### src/source/rv_imem_pkg.sv
//####################################################################
// RV32 instruction memory subsystem definitions
// Memory geometry, store width codes and request/command structs
//####################################################################
package rv_imem_pkg;

  // Memory geometry
  localparam int MEM_SIZE = 4096;  // Program memory in bytes
  localparam int ADDR_W   = 12;    // Byte address bits

  // ADDI x0, x0, 0
  localparam logic [31:0] NOP_WORD = 32'h0000_0013;

  // Fetch pipeline limits
  localparam int FETCH_DEPTH = 2;                        // In flight plus buffered
  localparam int FETCH_CNT_W = $clog2(FETCH_DEPTH + 1);  // Counter for 0..FETCH_DEPTH

  // Store width, taken from funct3 of the store instruction
  typedef enum logic [2:0] {
    SB = 3'b000,  // Byte
    SH = 3'b001,  // Halfword, byte address as given
    SW = 3'b010   // Word, aligned down
  } store_width_e;

  // Fetch request from the core
  typedef struct packed {
    logic [ADDR_W-1:0] addr;  // Byte address, low bits ignored
  } fetch_req_t;

  // Store request hitting program memory
  typedef struct packed {
    logic [ADDR_W-1:0] addr;   // Byte address
    logic [31:0]       data;   // Store data, low bytes used for SB/SH
    store_width_e      width;  // funct3 code
  } store_req_t;

  // Arbitrated command toward the memory array
  typedef struct packed {
    logic              we;     // 1 = store, 0 = fetch read
    logic [ADDR_W-1:0] addr;
    logic [31:0]       data;
    store_width_e      width;  // Only meaningful with we
  } mem_cmd_t;

endpackage

### src/source/mem_arbiter.sv
//####################################################################
// Memory port arbiter
// Round-robin between fetch reads and store writes, one per cycle
//####################################################################
`timescale 1ns/1ps

module mem_arbiter (
  input  logic                   clk,
  input  logic                   rst_n,
  input  logic                   fetch_valid,
  output logic                   fetch_ready,
  input  rv_imem_pkg::fetch_req_t fetch_in,
  input  logic                   fetch_credit_ok,  // Room for one more read result
  input  logic                   store_valid,
  output logic                   store_ready,
  input  rv_imem_pkg::store_req_t store_in,
  output logic                   cmd_valid,
  output rv_imem_pkg::mem_cmd_t  cmd,
  output logic                   fetch_issue       // One read launched this cycle
);

  import rv_imem_pkg::*;

  logic fetch_elig;
  logic grant_fetch;
  logic grant_store;
  logic last_store;  // Winner of the previous grant, 1 = store

  // Fetch competes only while the response side has a free slot
  assign fetch_elig  = fetch_valid && fetch_credit_ok;
  // On a tie the side that lost last time wins
  assign grant_fetch = fetch_elig && (!store_valid || last_store);
  assign grant_store = store_valid && !grant_fetch;

  assign fetch_ready = grant_fetch;
  assign store_ready = grant_store;
  assign fetch_issue = grant_fetch;
  assign cmd_valid   = grant_fetch || grant_store;

  // Command built from whichever payload won
  always_comb begin
    if (grant_store) begin
      cmd.we    = 1'b1;
      cmd.addr  = store_in.addr;
      cmd.data  = store_in.data;
      cmd.width = store_in.width;  // Odd codes passed on, memory drops them
    end else begin
      cmd.we    = 1'b0;            // Read of the fetch address
      cmd.addr  = fetch_in.addr;
      cmd.data  = 32'h0;
      cmd.width = SW;
    end
  end

  // Starts as if store had won, so fetch goes first after reset
  always_ff @(posedge clk or negedge rst_n) begin
    if (!rst_n) begin
      last_store <= 1'b1;
    end else if (cmd_valid) begin
      last_store <= grant_store;
    end
  end

endmodule

### config.mk
export PLATFORM = sky130hd
export DESIGN_NAME = mem_arbiter
export DESIGN_NICKNAME = d
export VERILOG_FILES = /design/src/source/rv_imem_pkg.sv /design/src/source/mem_arbiter.sv
export SDC_FILE = /design/constraint.sdc
export NUM_CORES = 1
export LEC_CHECK = 0
export ABC_AREA = 0
export BUFFER_PORTS_ARGS = -buffer_cell sky130_fd_sc_hd__buf_2
export CAP_MARGIN = 20
export CORE_UTILIZATION = 25
export CTS_BUF_LIST = sky130_fd_sc_hd__clkbuf_4 sky130_fd_sc_hd__clkbuf_8 sky130_fd_sc_hd__clkbuf_16
export DETAILED_ROUTE_END_ITERATION = 8
export GPL_TIMING_DRIVEN = 0
export PLACE_DENSITY = 0.72
export SETUP_SLACK_MARGIN = 0.1
export SYNTH_ARGS = -nofsm -noshare
export SYNTH_HDL_FRONTEND = slang
export SYNTH_SLANG_ARGS = --single-unit
### constraint.sdc
create_clock -name clk -period 4.4 [get_ports clk]
set_clock_uncertainty 0.05 [all_clocks]
set_input_delay 0.88 -clock clk [delete_from_list [all_inputs] [get_ports clk]]
set_output_delay 0.88 -clock clk [all_outputs]
set_load 0.02 [all_outputs]
==> impl_metrics.json <==
{
  "critPathCaptureType": "primary output",
  "clk_pin_slew_ns": 0,
  "required_ns": 3.47,
  "wl_per_cell_um": 11.1,
  "fp.dieH_um": 56.5,
  "syn_avg_cell_area_um2": 6.81,
  "slew_headroom_pct": 77.5,
  "finalSetupTns_ns": 0,
  "synthFlopType": "dfstp_2",
  "yosysSeqAreaShare_pct": 3.54,
  "synthArstFlopShare_pct": 100,
  "fin_hold_ws_ns": 0.689,
  "ctsResizeCount": 0,
  "start_util_pct": 26.7,
  "nFillCells": 306,
  "antenna_found_initial": 0,
  "critPathMaxFanout": 10,
  "critPathKind": "in -> out",
  "grt_max_degree": 11,
  "crit_arrival_ns": 1.81,
  "core_um2": 2780,
  "grt_pass1_vias": 960,
  "gp_congestion": 0.698,
  "yosysMostFrequentCell": "and3_1",
  "grt_overflow": 0,
  "diodes": 0,
  "rows": 19,
  "layout_setup_ws_ns": 1.66,
  "cp-start-kind": "input port",
  "yosys.area.top_type_share_pct": 28.7,
  "syn_inst": 109,
  "io_pins": 116,
  "path_delay_family": "buffers and inverters",
  "worst_slew_pin_slew_ns": 0.338,
  "drcViolationCount": 0,
  "synth.cell_area_um2": 742,
  "switchingPower_uw": 99.4,
  "power.share.sequential_pct": 7.5,
  "switching_share_pct": 54.0,
  "fmax_ghz": 0.365,
  "drv_cap": 0,
  "cpPeakStageDelay_ns": 0.31,
  "routed_wl_um": 2820,
  "clk_latency_ns": 0,
  "cp_num_buf_inv": 4,
  "largest_register_ffs": 1,
  "hold_violations": 0,
  "cp_cell_sequence": "buf_2 -> clkbuf_1 -> and2_1 -> buf_4 -> buf_2",
  "ys_types": 18,
  "synth_edf_count": 0,
  "holdBufCountCts": 0,
  "die_w_um": 56.5,
  "netlist_top_cells_count": "34 x and3_1, 13 x nand2_1, 13 x nand2b_1, 12 x nand4_1, 9 x o211ai_2",
  "regMostFlops": "last_store",
  "grt_first_pass_wirelength_um": 4220,
  "internal-power_uw": 84.8,
  "viasPerCell": 4.67,
  "hpwl_um": 2360,
  "synth_nets": 173,
  "p_clk_share_pct": 0,
  "drt_pass1_iterations": 3,
  "place_worst_setup_slack_ns": 1.67,
  "min_period_ns": 2.74,
  "cts_setup_buffers": 0,
  "yosysWarnings": 0,
  "peakVddDrop_mv": 0.102,
  "cpMostUsedCell": "buf_2",
  "worst_hold_path_type": "reg -> reg",
  "rsz0062_at_grt": "no",
  "ant_nets": 0,
  "power_leakage_uw": 0.000883,
  "fin_crit_sh_pct": 62.3,
  "crit_slowest_cell": "clkbuf_1",
  "netlist_top_cells_area": "and3_1 29%, o211ai_2 15%, nand2b_1 11%, nand4_1 10%, nand2_1 6.6%",
  "vias": 1185,
  "yosys.area.top_type": "and3_1",
  "initialDrtViolationCount": 53,
  "power_uw": 184,
  "status": "finished clean",
  "io_buffers": 114,
  "dieArea_um2": 3190,
  "slew_viol_final": 0,
  "fin_nets": 289,
  "power_density_nw_per_um2": 136,
  "syn_to_final_growth_pct": 82.1,
  "ys_seq_elements": 1,
  "setup_viol": 0,
  "power_frac_comb_pct": 92.5,
  "grt_use_total_pct": 15.7,
  "top_regs": "last_store: 1 flops",
  "drive_gt1_share_pct": 61.4
}
final timing paths:
kind                            depth (start not counted)                endpoint              startpoint  slack [ns]
worst max-delay path                                    5                 cmd[47]             store_valid        1.66
worst min-delay path                                    3  last_store$_DFFE_PN1P_  last_store$_DFFE_PN1P_        0.69
worst max register to register                          3  last_store$_DFFE_PN1P_  last_store$_DFFE_PN1P_        3.22
worst min register to register                          3  last_store$_DFFE_PN1P_  last_store$_DFFE_PN1P_        0.69
max in group asynchronous                               1  last_store$_DFFE_PN1P_                   rst_n        3.52
min in group asynchronous                               1  last_store$_DFFE_PN1P_                   rst_n        0.76
cells by family (layout without fill, tap and decap cells):
logic type	after synthesis	in the layout	share of synthesized area [%]
buf+inv	17	131	14.5
flops	1	1	3.54
compound gates	13	13	18.9
simple gates	78	78	63.1
through the flow:
stage,util [%],cell area (um2),instances
finish,48.6,1350,254
global route,48.6,1350,254
CTS,48.6,1350,254
detailed placement,48.6,1350,254
global placement,48.6,1350,254
floorplan,-,742,109
layout make-up:
type | count | area (um2) | area share [%]
Multi-Input combinational cell | 91 | 608 | 45.0
Timing Repair Buffer | 114 | 571 | 42.2
Buffer | 16 | 104 | 7.69
Tap cell | 31 | 38.8 | 2.87
Sequential cell | 1 | 26.3 | 1.94
Inverter | 1 | 3.75 | 0.278
layer usage:
metal	part of all wire [%]	wire length, um	vias up	track usage (%)
met5	0	0	-	0
met4	0.67	19	0	1.05
met3	9.4	266	2	2.53
met2	49	1370	66	30.4
met1	41	1170	489	18.6
li1	-	-	628	-
tightest hold or removal path, stage by stage, from the launching register on:
cell and delay (ns):
dfstp_2 0.39, buf_2 0.19, nor2_1 0.10, nor2_1 0.04
placed cells by master, fill, tap and decap left out:
cell      Yosys  final
a21oi_1       1      1
nand2b_1     13     13
dfstp_2       1      1
o211ai_2      9      9
o211ai_1      3      3
buf_4         2      2
nand3b_1      1      1
nand3_4       1      1
inv_1         1      1
nand2_1      13     13
and3_4        1      1
and2_1        1      1
clkbuf_1      5      5
buf_6         4      4
buf_2         5    119
nand4_1      12     12
nor2_1        2      2
and3_1       34     34
power groups by stage:
stage               Sequential, uW  Clock (uW)  Combinational [uW]
floorplan                     13.1           0                 105
global placement              13.8           0                 170
detailed placement            13.6           0                 172
CTS                           13.7           0                 172
global route                  13.9           0                 185
finish                        13.7           0                 171
No activity file was read; power rests on OpenSTA's default activity.
