<file path="src/source/rv_imem_pkg.sv">
//####################################################################
// RV32 instruction memory subsystem definitions
// Memory geometry, store width codes and request/command structs
//####################################################################
package rv_imem_pkg;

  // Memory geometry
  localparam int MEM_SIZE = 4096;  // Program memory in bytes
  localparam int ADDR_W   = 12;    // Byte address bits

  // ADDI x0, x0, 0
  localparam logic [31:0] NOP_WORD = 32'h0000_0013;

  // Fetch pipeline limits
  localparam int FETCH_DEPTH = 2;                        // In flight plus buffered
  localparam int FETCH_CNT_W = $clog2(FETCH_DEPTH + 1);  // Counter for 0..FETCH_DEPTH

  // Store width, taken from funct3 of the store instruction
  typedef enum logic [2:0] {
    SB = 3'b000,  // Byte
    SH = 3'b001,  // Halfword, byte address as given
    SW = 3'b010   // Word, aligned down
  } store_width_e;

  // Fetch request from the core
  typedef struct packed {
    logic [ADDR_W-1:0] addr;  // Byte address, low bits ignored
  } fetch_req_t;

  // Store request hitting program memory
  typedef struct packed {
    logic [ADDR_W-1:0] addr;   // Byte address
    logic [31:0]       data;   // Store data, low bytes used for SB/SH
    store_width_e      width;  // funct3 code
  } store_req_t;

  // Arbitrated command toward the memory array
  typedef struct packed {
    logic              we;     // 1 = store, 0 = fetch read
    logic [ADDR_W-1:0] addr;
    logic [31:0]       data;
    store_width_e      width;  // Only meaningful with we
  } mem_cmd_t;

endpackage

</file>
<file path="src/source/fetch_resp_unit.sv">
//####################################################################
// Fetch response unit
// Credit-limited reads in flight and an in-order response buffer
//####################################################################
`timescale 1ns/1ps

module fetch_resp_unit (
  input  logic        clk,
  input  logic        rst_n,
  input  logic        fetch_issue,      // Read granted this cycle
  input  logic        rdata_valid,      // Read word returning from memory
  input  logic [31:0] rdata,
  output logic        fetch_credit_ok,  // Another read may be issued
  output logic        resp_valid,
  input  logic        resp_ready,
  output logic [31:0] resp_data
);

  import rv_imem_pkg::*;

  logic [31:0]            buf_q [FETCH_DEPTH];  // Returned words waiting for the core
  logic                   wr_ptr;
  logic                   rd_ptr;
  logic [FETCH_CNT_W-1:0] in_flight;            // Issued, not yet back from memory
  logic [FETCH_CNT_W-1:0] buf_cnt;              // Words held in the buffer
  logic [FETCH_CNT_W:0]   occupancy;
  logic                   pop;

  // Every issued read already owns a buffer slot, so nothing overflows
  assign occupancy       = in_flight + buf_cnt;
  assign fetch_credit_ok = (occupancy < (FETCH_CNT_W + 1)'(FETCH_DEPTH));

  assign resp_valid = (buf_cnt != '0);
  assign resp_data  = buf_q[rd_ptr];  // Oldest word first
  assign pop        = resp_valid && resp_ready;

  always_ff @(posedge clk) begin
    if (rdata_valid) begin
      buf_q[wr_ptr] <= rdata;
    end
  end

  always_ff @(posedge clk or negedge rst_n) begin
    if (!rst_n) begin
      wr_ptr    <= 1'b0;
      rd_ptr    <= 1'b0;
      in_flight <= '0;
      buf_cnt   <= '0;
    end else begin
      if (rdata_valid) begin
        wr_ptr <= ~wr_ptr;
      end
      if (pop) begin
        rd_ptr <= ~rd_ptr;
      end
      // Reads move from in flight to buffered
      case ({fetch_issue, rdata_valid})
        2'b10:   in_flight <= in_flight + 1'b1;
        2'b01:   in_flight <= in_flight - 1'b1;
        default: in_flight <= in_flight;
      endcase
      case ({rdata_valid, pop})
        2'b10:   buf_cnt <= buf_cnt + 1'b1;
        2'b01:   buf_cnt <= buf_cnt - 1'b1;
        default: buf_cnt <= buf_cnt;  // Fill and drain in the same cycle
      endcase
    end
  end

endmodule

</file>
<file path="config.mk">
export PLATFORM = sky130hd
export DESIGN_NAME = fetch_resp_unit
export DESIGN_NICKNAME = d
export VERILOG_FILES = /design/src/source/rv_imem_pkg.sv /design/src/source/fetch_resp_unit.sv
export SDC_FILE = /design/constraint.sdc
export NUM_CORES = 1
export LEC_CHECK = 0
export ABC_AREA = 0
export BUFFER_PORTS_ARGS = -buffer_cell sky130_fd_sc_hd__buf_4
export CORE_MARGIN = 3
export CORE_UTILIZATION = 55
export CTS_BUF_LIST = sky130_fd_sc_hd__clkbuf_4 sky130_fd_sc_hd__clkbuf_8 sky130_fd_sc_hd__clkbuf_16
export CTS_CLUSTER_SIZE = 16
export DETAILED_ROUTE_END_ITERATION = 8
export PLACE_DENSITY = 0.79
export SLEW_MARGIN = 20
export SYNTH_ARGS = -nofsm -noshare
export SYNTH_HDL_FRONTEND = slang
export SYNTH_SLANG_ARGS = --single-unit
</file>
<file path="constraint.sdc">
create_clock -name clk -period 4.1 [get_ports clk]
set_clock_uncertainty 0.05 [all_clocks]
set_input_delay 0 -clock clk [delete_from_list [all_inputs] [get_ports clk]]
set_output_delay 0 -clock clk [all_outputs]
set_load 0.005 [all_outputs]
</file>
==> flow_summary.ini <==
[worst_setup_path]
r2r_slack_ns = 2.32
reg2reg_to = buf_q[1][10]
critPathCaptureType = output pin
crit_chain = buf_4 -> mux2_2 -> buf_4
worst_path_most_repeated_cell = buf_4
reg2reg_depth = 2
r2r-start = wr_ptr
startpoint_type = register
cpPeakStageDelay_ns = 0.71
crit_type = register to output pin
critPathMaxFanout = 19
slowest_stage = dfrtp_1
worst-endpoint-required_ns = 4.05
crit_arrival_ns = 1.96

[routing]
wirelength_met1_mm = 2.08
dr_wl_met2_mm = 2.73
wl_met3_um = 322
routedWlPerCell_um = 17.5
via_per_inst = 5.13
top_layer_used = met4
vias = 1544
wl_mm = 5.28
firstDrtPassIters = 4
first_iter_violations = 76
post-route-drc-count = 0
ant_nets = 0

[layout]
syn_to_final_growth_pct = 43.0
final_common_cell = buf_4
drive_above_1_share = 0.478
layout_common_cells = buf_4 (72), edfxtp_1 (64), dlygate4sd3_1 (36), mux2_2 (30), clkbuf_8 (9)
finalInstanceArea_um2 = 3790
nets = 284
antenna_cells = 0

[status]
status = complete, no violations

[global_routing]
track_usage = 0.203
grt_max_degree = 33
grt_pass1_vias = 1683
grt_pass1_wl_mm = 7.95
grt_overflow = 0
antenna_found_initial = 0

[sta]
min_period_ns = 2.01
fmax_ghz = 0.496
maxSlewHeadroom = 0.388
fin_crit_sh = 0.491
final.setup.tns_ns = 0
finalSetupViolations = 0
slew_violations = 0
tightest_slew_ns = 0.915
hold_viol_final = 0
rsz0062_at_grt = false

[floorplan]
placementRows = 24
io_pins = 71
die_area_um2 = 5690
coreArea_um2 = 4500
die_h_um = 75.4
start_util = 0.589
chipWidth_um = 75.4

[synthesis]
syn_area_um2 = 2650
syn_inst = 129
synth_warnings = 0
avgSynthCellArea_um2 = 20.6
ys_seq_area_frac = 0.781
syn_nets = 169
ys_ff_latch = 70
synth_cell_types = 15

[hold_path]
holdCritPathClass = input port to register
hold_depth = 4
hold_path_end = in_flight[0]
min_from = fetch_issue

[power_and_ir_drop]
p_seq_frac = 0.440
power.internal_mw = 1.72
power.density_nw_per_um2 = 620
switching_share = 0.266
total_leakage_power_nw = 1.48
clkPwrFrac = 0.250
pwr-share-comb = 0.309
peakVddDrop_v = 0.000542
p_switching_uw = 626

[clocking]
cts.sinks = 70
ctsRootBufferMaster = clkbuf_8
clk_pin_slew_ns = 0.07
clock_latency_ns = 0.33
cts_max_path_buffers = 2
post_cts_buffers = 0
cts_made_buffers = 9
tritoncts = built
h-tree-depth = 3

[place]
port_buffers = 70
post_dp_cell_area_um2 = 3220
hpwl_mm = 3.20
place.gp.congestion = 0.724

[flow_run]
drv_cap = 0
layout make-up:
| cell class | count | area (um^2) |
|---|---|---|
| Clock buffer | 9 | 124 |
| Clock inverter | 7 | 88.8 |
| Fill cell | 213 | 711 |
| Inverter | 4 | 15.0 |
| Multi-Input combinational cell | 51 | 528 |
| Sequential cell | 70 | 2070 |
| Tap cell | 52 | 65.1 |
| Timing Repair Buffer | 108 | 901 |
through the flow:
stage	power (mW)	setup WS, ns	instances	hold slack, ns	util
after global placement	1.72	2.41	249	-0.240	0.715
after CTS	2.36	2.05	301	0.0453	0.842
after global routing	2.47	1.95	301	0.0654	0.842
after detailed placement	1.75	2.33	249	-0.236	0.715
after floorplan	1.44	1.87	129	-0.346	-
final	2.35	2.09	301	0.0523	0.842
synth_stat cells, drive strengths merged:
library cell,count,area share
edfxtp,64,0.72
mux2,32,0.14
dfrtp,6,0.057
xnor2,6,0.020
buf,4,0.017
inv,4,0.0057
and2,3,0.0080
nor2,3,0.0042
ha,2,0.0094
xor2,2,0.0066
fa,1,0.0075
nand2,1,0.0014
or2,1,0.0033
state kept, by name, indices dropped and copies added, names as in the netlist:
register   count
in_flight      2
rd_ptr         1
wr_ptr         1
buf_q         64
buf_cnt        2
per-layer routing:
metal  global-route usage  vias up
met3               0.0686       17
li1                     -      714
met5                    0        -
met2                0.335       69
met4                0.128        0
met1                0.226      744
worst max-delay path: cells and delay by family (launching register included):
family	cells	cell delay, ns
buffers and inverters	2	0.52
muxes	1	0.39
DFF	1	0.71
cell families (layout without fill, tap and decap cells):
group / Yosys count / count (layout) / synth area share
and+or+nand+nor: 8 / 8 / 0.0170
muxes: 32 / 32 / 0.136
DFF: 70 / 70 / 0.781
xor gates and xnor gates: 8 / 8 / 0.0264
buffers and inverters: 8 / 128 / 0.0226
adders and majority gates: 3 / 3 / 0.0170
worst max-delay path by stage:
stage                      start       endpoint  depth (start not counted)
after floorplan           wr_ptr    buf_q[0][0]                          1
after global placement    wr_ptr   buf_q[1][13]                          2
after detailed placement  wr_ptr   buf_q[1][16]                          2
after CTS                 rd_ptr  resp_data[29]                          3
after global routing      rd_ptr  resp_data[17]                          3
final                     rd_ptr  resp_data[29]                          3
repair_timing:
item,CTS,global route
endpoints found under the hold margin,72,0
hold buffers,36,0
resized for setup,0,0
power by group through the flow:
stage               Clock (mW)  Sequential [mW]  Combinational, mW
floorplan                    0             1.01              0.427
global placement             0             1.04              0.679
detailed placement           0             1.05              0.695
CTS                      0.596             1.04              0.730
global route             0.633             1.05              0.785
finish                   0.589             1.04              0.727
No activity file was read; power rests on OpenSTA's default activity.
