==> config.mk <==
export PLATFORM = sky130hd
export DESIGN_NAME = req_fifo
export DESIGN_NICKNAME = d
export VERILOG_FILES = /design/src/source/req_fifo.sv
export SDC_FILE = /design/constraint.sdc
export NUM_CORES = 1
export LEC_CHECK = 0
export BUFFER_PORTS_ARGS = -buffer_cell sky130_fd_sc_hd__buf_2
export CELL_PAD_IN_SITES_DETAIL_PLACEMENT = 0
export CELL_PAD_IN_SITES_GLOBAL_PLACEMENT = 2
export CORE_AREA = 5 5 42 44
export CTS_BUF_LIST = sky130_fd_sc_hd__clkbuf_16
export DETAILED_ROUTE_END_ITERATION = 10
export DIE_AREA = 0 0 47 49
export GPL_TIMING_DRIVEN = 0
export PLACE_DENSITY = 0.65
export SYNTH_ARGS = -nofsm -noshare
export SYNTH_HDL_FRONTEND = slang
export SYNTH_SLANG_ARGS = --single-unit
export TNS_END_PERCENT = 5
==> constraint.sdc <==
create_clock -name clk -period 1.15 [get_ports clk]
set_input_delay 0.1725 -clock clk [delete_from_list [all_inputs] [get_ports clk]]
set_output_delay 0.1725 -clock clk [all_outputs]
set_load 0.01 [all_outputs]
==> src/source/req_fifo.sv <==
//####################################################################
// Request queue
// Two-entry valid/ready FIFO for any packed request payload
//####################################################################
`timescale 1ns/1ps

module req_fifo #(
  parameter type payload_t = logic
) (
  input  logic     clk,
  input  logic     rst_n,
  input  logic     in_valid,   // Producer side
  output logic     in_ready,
  input  payload_t in_data,
  output logic     out_valid,  // Head toward the arbiter
  input  logic     out_ready,
  output payload_t out_data,
  output logic     empty
);

  payload_t   entry_q [2];  // Storage, indexed by the pointers
  logic       wr_ptr;
  logic       rd_ptr;
  logic [1:0] count;        // 0, 1 or 2 entries held
  logic       push;
  logic       pop;

  // Head is only visible from the cycle after it was written
  assign out_valid = (count != 2'd0);
  assign out_data  = entry_q[rd_ptr];
  assign empty     = (count == 2'd0);

  assign pop  = out_valid && out_ready;
  // Full queue still takes a request when the head leaves this cycle
  assign in_ready = (count != 2'd2) || pop;
  assign push     = in_valid && in_ready;

  always_ff @(posedge clk) begin
    if (push) begin
      entry_q[wr_ptr] <= in_data;
    end
  end

  always_ff @(posedge clk or negedge rst_n) begin
    if (!rst_n) begin
      wr_ptr <= 1'b0;
      rd_ptr <= 1'b0;
      count  <= 2'd0;
    end else begin
      if (push) begin
        wr_ptr <= ~wr_ptr;  // Two entries, pointer just toggles
      end
      if (pop) begin
        rd_ptr <= ~rd_ptr;
      end
      case ({push, pop})
        2'b10:   count <= count + 2'd1;
        2'b01:   count <= count - 2'd1;
        default: count <= count;  // Idle or push and pop together
      endcase
    end
  end

endmodule

==> results of run 1 <==
## power breakdown
group / leakage (nW) / total [W] / internal (W) / switching [W]
logic: 0.121 / 0.000485 / 0.000279 / 0.000206
clock network: 0.0370 / 0.000552 / 0.000445 / 0.000107
registers: 0.0663 / 0.000379 / 0.000314 / 0.0000649
total: 0.224 / 0.00142 / 0.00104 / 0.000378
## worst reg2reg max path: cells and delay by family (launching register included)
kind / cells / cell delay (ps)
AND/OR/NAND/NOR: 2 / 530
flip-flops: 1 / 380
buffers and inverters: 1 / 150
## final timing paths
path | startpoint | cells after the start | endpoint
min | in_data | 1 | entry_q[0]$_DFFE_PP_
max | count[0]$_DFFE_PN0P_ | 2 | in_ready
min reg2reg | wr_ptr$_DFFE_PN0P_ | 1 | wr_ptr$_DFFE_PN0P_
min in group asynchronous | rst_n | 2 | rd_ptr$_DFFE_PN0P_
max reg2reg | count[0]$_DFFE_PN0P_ | 3 | entry_q[1]$_DFFE_PP_
max in group asynchronous | rst_n | 2 | wr_ptr$_DFFE_PN0P_
## what timing repair did
item	CTS	global route
hold buffers	1	0
setup buffers	3	0
endpoints found under the setup margin	6	8
hold endpoints to repair	4	0
pin swaps	1	1
gates resized for setup	3	1
gates cloned	0	0
## synthesized netlist by cell type
library cell,number
dfrtp_1,4
a21oi_1,3
inv_1,3
edfxtp_1,2
or2_2,2
xnor2_1,2
a22oi_1,1
and3_2,1
and4_2,1
mux2_2,1
nand2_1,1
nand2_2,1
nand2b_1,1
nor2_1,1
nor3_1,1
or3b_4,1
xor2_1,1
## stage by stage
step                std cells  cell area [um^2]
floorplan                  27               302
global placement           51               362
detailed placement         51               362
CTS                        58               485
global route               58               490
finish                     58               490
## state kept, by name, summed over array words and instances (netlist names)
signal / cells
count: 2
entry_q: 2
rd_ptr: 1
wr_ptr: 1
## metal layers
layer	global-route usage, %	part of all wire, %	vias up
met1	8.30	47	105
met2	8.82	44	7
met5	0	0	-
met4	0	0	0
met3	5.54	8.4	0
li1	-	-	123
## cell type report
cell class	instances	area, um^2	area share [%]
inverters	3	11.3	2.30
flip-flops and latches	6	160	32.7
well taps	16	20.0	4.08
repair buffers	12	85.1	17.3
clock buffers	3	75.1	15.3
multi-input cells	18	139	28.3
## cells by family after synthesis
logic type	Yosys count
AND/OR/NAND/NOR	10
flip-flops	6
AO/OA/AOI/OAI	4
XOR/XNOR	3
buffers and inverters	3
multiplexers	1
==> flow_summary.ini, run 1 <==
[logic_synthesis]
synth_xor_area_share_pct = 8.82
synth_area_leaders = dfrtp_1, edfxtp_1, xnor2_1, a21oi_1, or2_2
synth_compound_area_share_pct = 7.56
syn-num-nets = 32
syn_inst = 27
ys_types = 17
netlist_area_um2 = 298
synth_top_area_cell = dfrtp_1
synthMuxAreaShare_pct = 3.78
yosys.area_share.simple_pct = 22.3
synth-adder-area-share_pct = 0
synth.top_cell.area_share_pct = 33.6
ys_seq_elements = 6
seq_area_frac_synth_pct = 53.8
synth_top_family_by_area = simple AND/OR/NAND/NOR gates
synth.avg_cell_area_um2 = 11.0
yosys_warnings = 0

[timing]
setup_tns_ps = -728
timing.hold.ws_ps = 137
maxSlewHeadroom_pct = 88.4
grt_setup_unrepaired = true
max_freq_mhz = 771
min_period_ps = 1300
clock_skew_ps = 0.897
finalSetupViolCount = 7
finalMaxSlewViolations = 0
final_hold_viol_count = 0
setup_ws_ps = -147
finalCritPeriodShare_pct = 113
worst_pin_slew_ps = 173

[worst_setup_path]
cpMaxStageDelayCell = or3b_4
critical_path_buf_inv_count = 1
worstPathMaxFanout = 3
r2r_setup_slack_ps = -140
worstSetupPathType = reg -> out
max_stage_delay_ps = 390
worstPathCellList = or3b_4, buf_6
critPathRequiredTime_ps = 980
startpoint_type = register
end_kind = output port
crit_family = simple AND/OR/NAND/NOR gates
critPathArrivalTime_ps = 1120

[floorplan]
dieArea_um2 = 2300
initial_utilization_pct = 21.3
die_y_um = 49
ios = 9
coreArea_um2 = 1400
rows = 14
die_w_um = 47

[cells_and_area]
area_growth_pct = 64.7
drive_gt1_share_pct = 52.4
final_common_cell = buf_2
fin_util_pct = 35.0
antenna_cells = 0
finish.net_count = 49
fill_cells = 148
final_cell_mix = buf_2, dfrtp_1

[routing]
ant_nets = 0
firstDrtPassIters = 2
vias = 235
vias_per_cell = 4.05
wl_per_cell_um = 11.2
drc = 0
drt_iter0_drc = 1
drt-total-wl_um = 652

[place]
dp_hpwl_um = 440
finalWeightedCongestion = 0.657
dpl_worst_slack_ps = -59.2
portBuffers = 8

[clocking]
insertion_delay_ps = 220
clock_sinks = 6
cts-root-buf = clkbuf_16
cts_tree = done
cts_htree_levels = 1
numCtsBuffers = 3
cts.clk_slew.worst_paths_ps = 30
cts_max_path_buffers = 2

[global_routing]
grt_max_degree = 8
antenna_found_initial = 0
grt_overflow_total = 0
track_usage_pct = 6.45
grt_first_pass_wirelength_mm = 1.02
grt_pass1_vias = 233

[pwr]
finalPower_w = 0.00142
power_density_nw_per_um2 = 2890
max-vdd-ir-drop_mv = 1.56
power_leakage_nw = 0.224

[run_status]
outcome = finished with violations
violations = setup timing

[job]
cap_violations = 0

[hold_path]
hp-class = in -> reg
Power figures use the tool's default switching activity.
==> inputs of run 2 (changes only) <==
--- a/config.mk
+++ b/config.mk
@@ -5,6 +5,7 @@
 export SDC_FILE = /design/constraint.sdc
 export NUM_CORES = 1
 export LEC_CHECK = 0
+export ABC_CLOCK_PERIOD_IN_PS = 1150
 export BUFFER_PORTS_ARGS = -buffer_cell sky130_fd_sc_hd__buf_2
 export CELL_PAD_IN_SITES_DETAIL_PLACEMENT = 0
 export CELL_PAD_IN_SITES_GLOBAL_PLACEMENT = 2
@@ -14,6 +15,7 @@
 export DIE_AREA = 0 0 47 49
 export GPL_TIMING_DRIVEN = 0
 export PLACE_DENSITY = 0.65
+export RECOVER_POWER = 100
 export SYNTH_ARGS = -nofsm -noshare
 export SYNTH_HDL_FRONTEND = slang
 export SYNTH_SLANG_ARGS = --single-unit
==> run 2 against run 1 <==
The run still ends with setup timing left; critical path type unchanged; via count unchanged; setup slack unchanged; clock-buffer cell count unchanged; die area did not move; global-route usage unchanged; clock power about the same; design area is 0.26% lower.
==> flow_summary.ini, run 2 (synthesis gave the netlist of run 1 again) <==
[pwr]
max-vdd-ir-drop_mv = 1.56
power_density_nw_per_um2 = 2890
power_leakage_nw = 0.222
finalPower_w = 0.00142

[timing]
worst_pin_slew_ps = 247
max_freq_mhz = 771
clock_skew_ps = 0.897
timing.hold.ws_ps = 137
maxSlewHeadroom_pct = 83.6
min_period_ps = 1300
finalMaxSlewViolations = 0
final_hold_viol_count = 0
grt_setup_unrepaired = true
setup_ws_ps = -147
finalSetupViolCount = 7
finalCritPeriodShare_pct = 113

[floorplan]
coreArea_um2 = 1400
dieArea_um2 = 2300
die_y_um = 49
ios = 9
rows = 14
initial_utilization_pct = 21.3
die_w_um = 47

[global_routing]
grt_overflow_total = 0
use_met1_pct = 8.30
met3_usage_pct = 5.54
grt-busiest-layer = met2
grt_pass1_vias = 233
track_usage_pct = 6.45
grt_max_degree = 8
antenna_found_initial = 0
grtUsageMet2_pct = 8.82
grt_first_pass_wirelength_mm = 1.02

[place]
portBuffers = 8
finalWeightedCongestion = 0.657
dp_hpwl_um = 440
dp_cells = 51

[clocking]
numCtsBuffers = 3
cts_htree_levels = 1
cts-root-buf = clkbuf_16
cts_max_path_buffers = 2
cts.clk_slew.worst_paths_ps = 30
clock_sinks = 6
insertion_delay_ps = 220
cts_tree = done

[worst_setup_path]
critical_path_buf_inv_count = 1
critPathRequiredTime_ps = 980
worstPathMaxFanout = 3
critPathArrivalTime_ps = 1120
reg2reg_depth = 3
path_depth = 2
end_kind = output port
cpMaxStageDelayCell = or3b_4
worstSetupPathType = reg -> out
crit_family = simple AND/OR/NAND/NOR gates
startpoint_type = register
worstPathCellList = or3b_4, buf_6
max_stage_delay_ps = 390

[cells_and_area]
final_common_cell = buf_2
multi_input_area_um2 = 139
fill_cells = 146
regArea_um2 = 160
final_cell_mix = buf_2, dfrtp_1
area_growth_pct = 64.3
instances_no_fill = 58
drive_gt1_share_pct = 50.0
antenna_cells = 0
fin_util_pct = 34.9
finish.net_count = 49
top_regs = count x2, entry_q x2

[job]
cap_violations = 0

[routing]
wl_per_cell_um = 11.2
vias = 235
vias_per_cell = 4.05
drt-total-wl_um = 650
drc = 0
ant_nets = 0
drt_iter0_drc = 1
firstDrtPassIters = 2

[hold_path]
hp-class = in -> reg
whs_path_depth = 1

[run_status]
violations = setup timing
outcome = finished with violations
## run 2: changes by cell type in the layout (fill, tap and decap cells not counted)
cell | before | now
clkbuf_1 | 0 | 1
buf_2 | 6 | 5
## run 2: where the power goes
part           internal [W]  switching, W  leakage [nW]
Clock              0.000445      0.000107        0.0370
Combinational      0.000278      0.000206         0.118
Sequential         0.000314     0.0000649        0.0663
Total               0.00104      0.000378         0.222
## run 2: worst reg2reg max path: stages, from the launching register on
cell	delay [ps]
dfrtp_1	380
or3b_4	390
buf_4	150
and3_4	140
## run 2: worst paths after layout
path                                 startpoint  slack, ps                    to
hold / removal                          in_data        140  entry_q[0]$_DFFE_PP_
max in group asynchronous                 rst_n        630    wr_ptr$_DFFE_PN0P_
min in group asynchronous                 rst_n        320    rd_ptr$_DFFE_PN0P_
setup / recovery           count[0]$_DFFE_PN0P_       -150              in_ready
setup reg to reg           count[0]$_DFFE_PN0P_       -140  entry_q[1]$_DFFE_PP_
hold reg to reg              wr_ptr$_DFFE_PN0P_        490    wr_ptr$_DFFE_PN0P_
## run 2: final cells by class
cell class                      count  area share, %
Sequential cell                     6           32.7
Multi-Input combinational cell     18           28.4
Timing Repair Buffer               12           17.1
Clock buffer                        3           15.3
Tap cell                           16           4.09
Inverter                            3           2.30
## run 2: through the flow
stage / setup WS, ps / TNS, ps / area, um^2
3_3_place_gp: -50.6 / -83.6 / 362
5_1_grt: -173 / -948 / 489
4_1_cts: -176 / -868 / 485
3_5_place_dp: -59.2 / -108 / 362
6_report: -147 / -728 / 489
2_1_floorplan: -47.5 / -71.2 / 302
## run 2: metal layers
metal	up-vias	wire (um)
met5	-	0
met1	105	306
met2	7	288
li1	123	-
met3	0	55
met4	0	0
## run 2: what timing repair did
item | CTS | global route
cloned | 0 | 0
buffers inserted | 3 | 0
hold buffers | 1 | 0
hold endpoints to repair | 4 | 0
pin swaps | 1 | 1
resized for setup | 3 | 1
setup endpoints to repair | 6 | 8
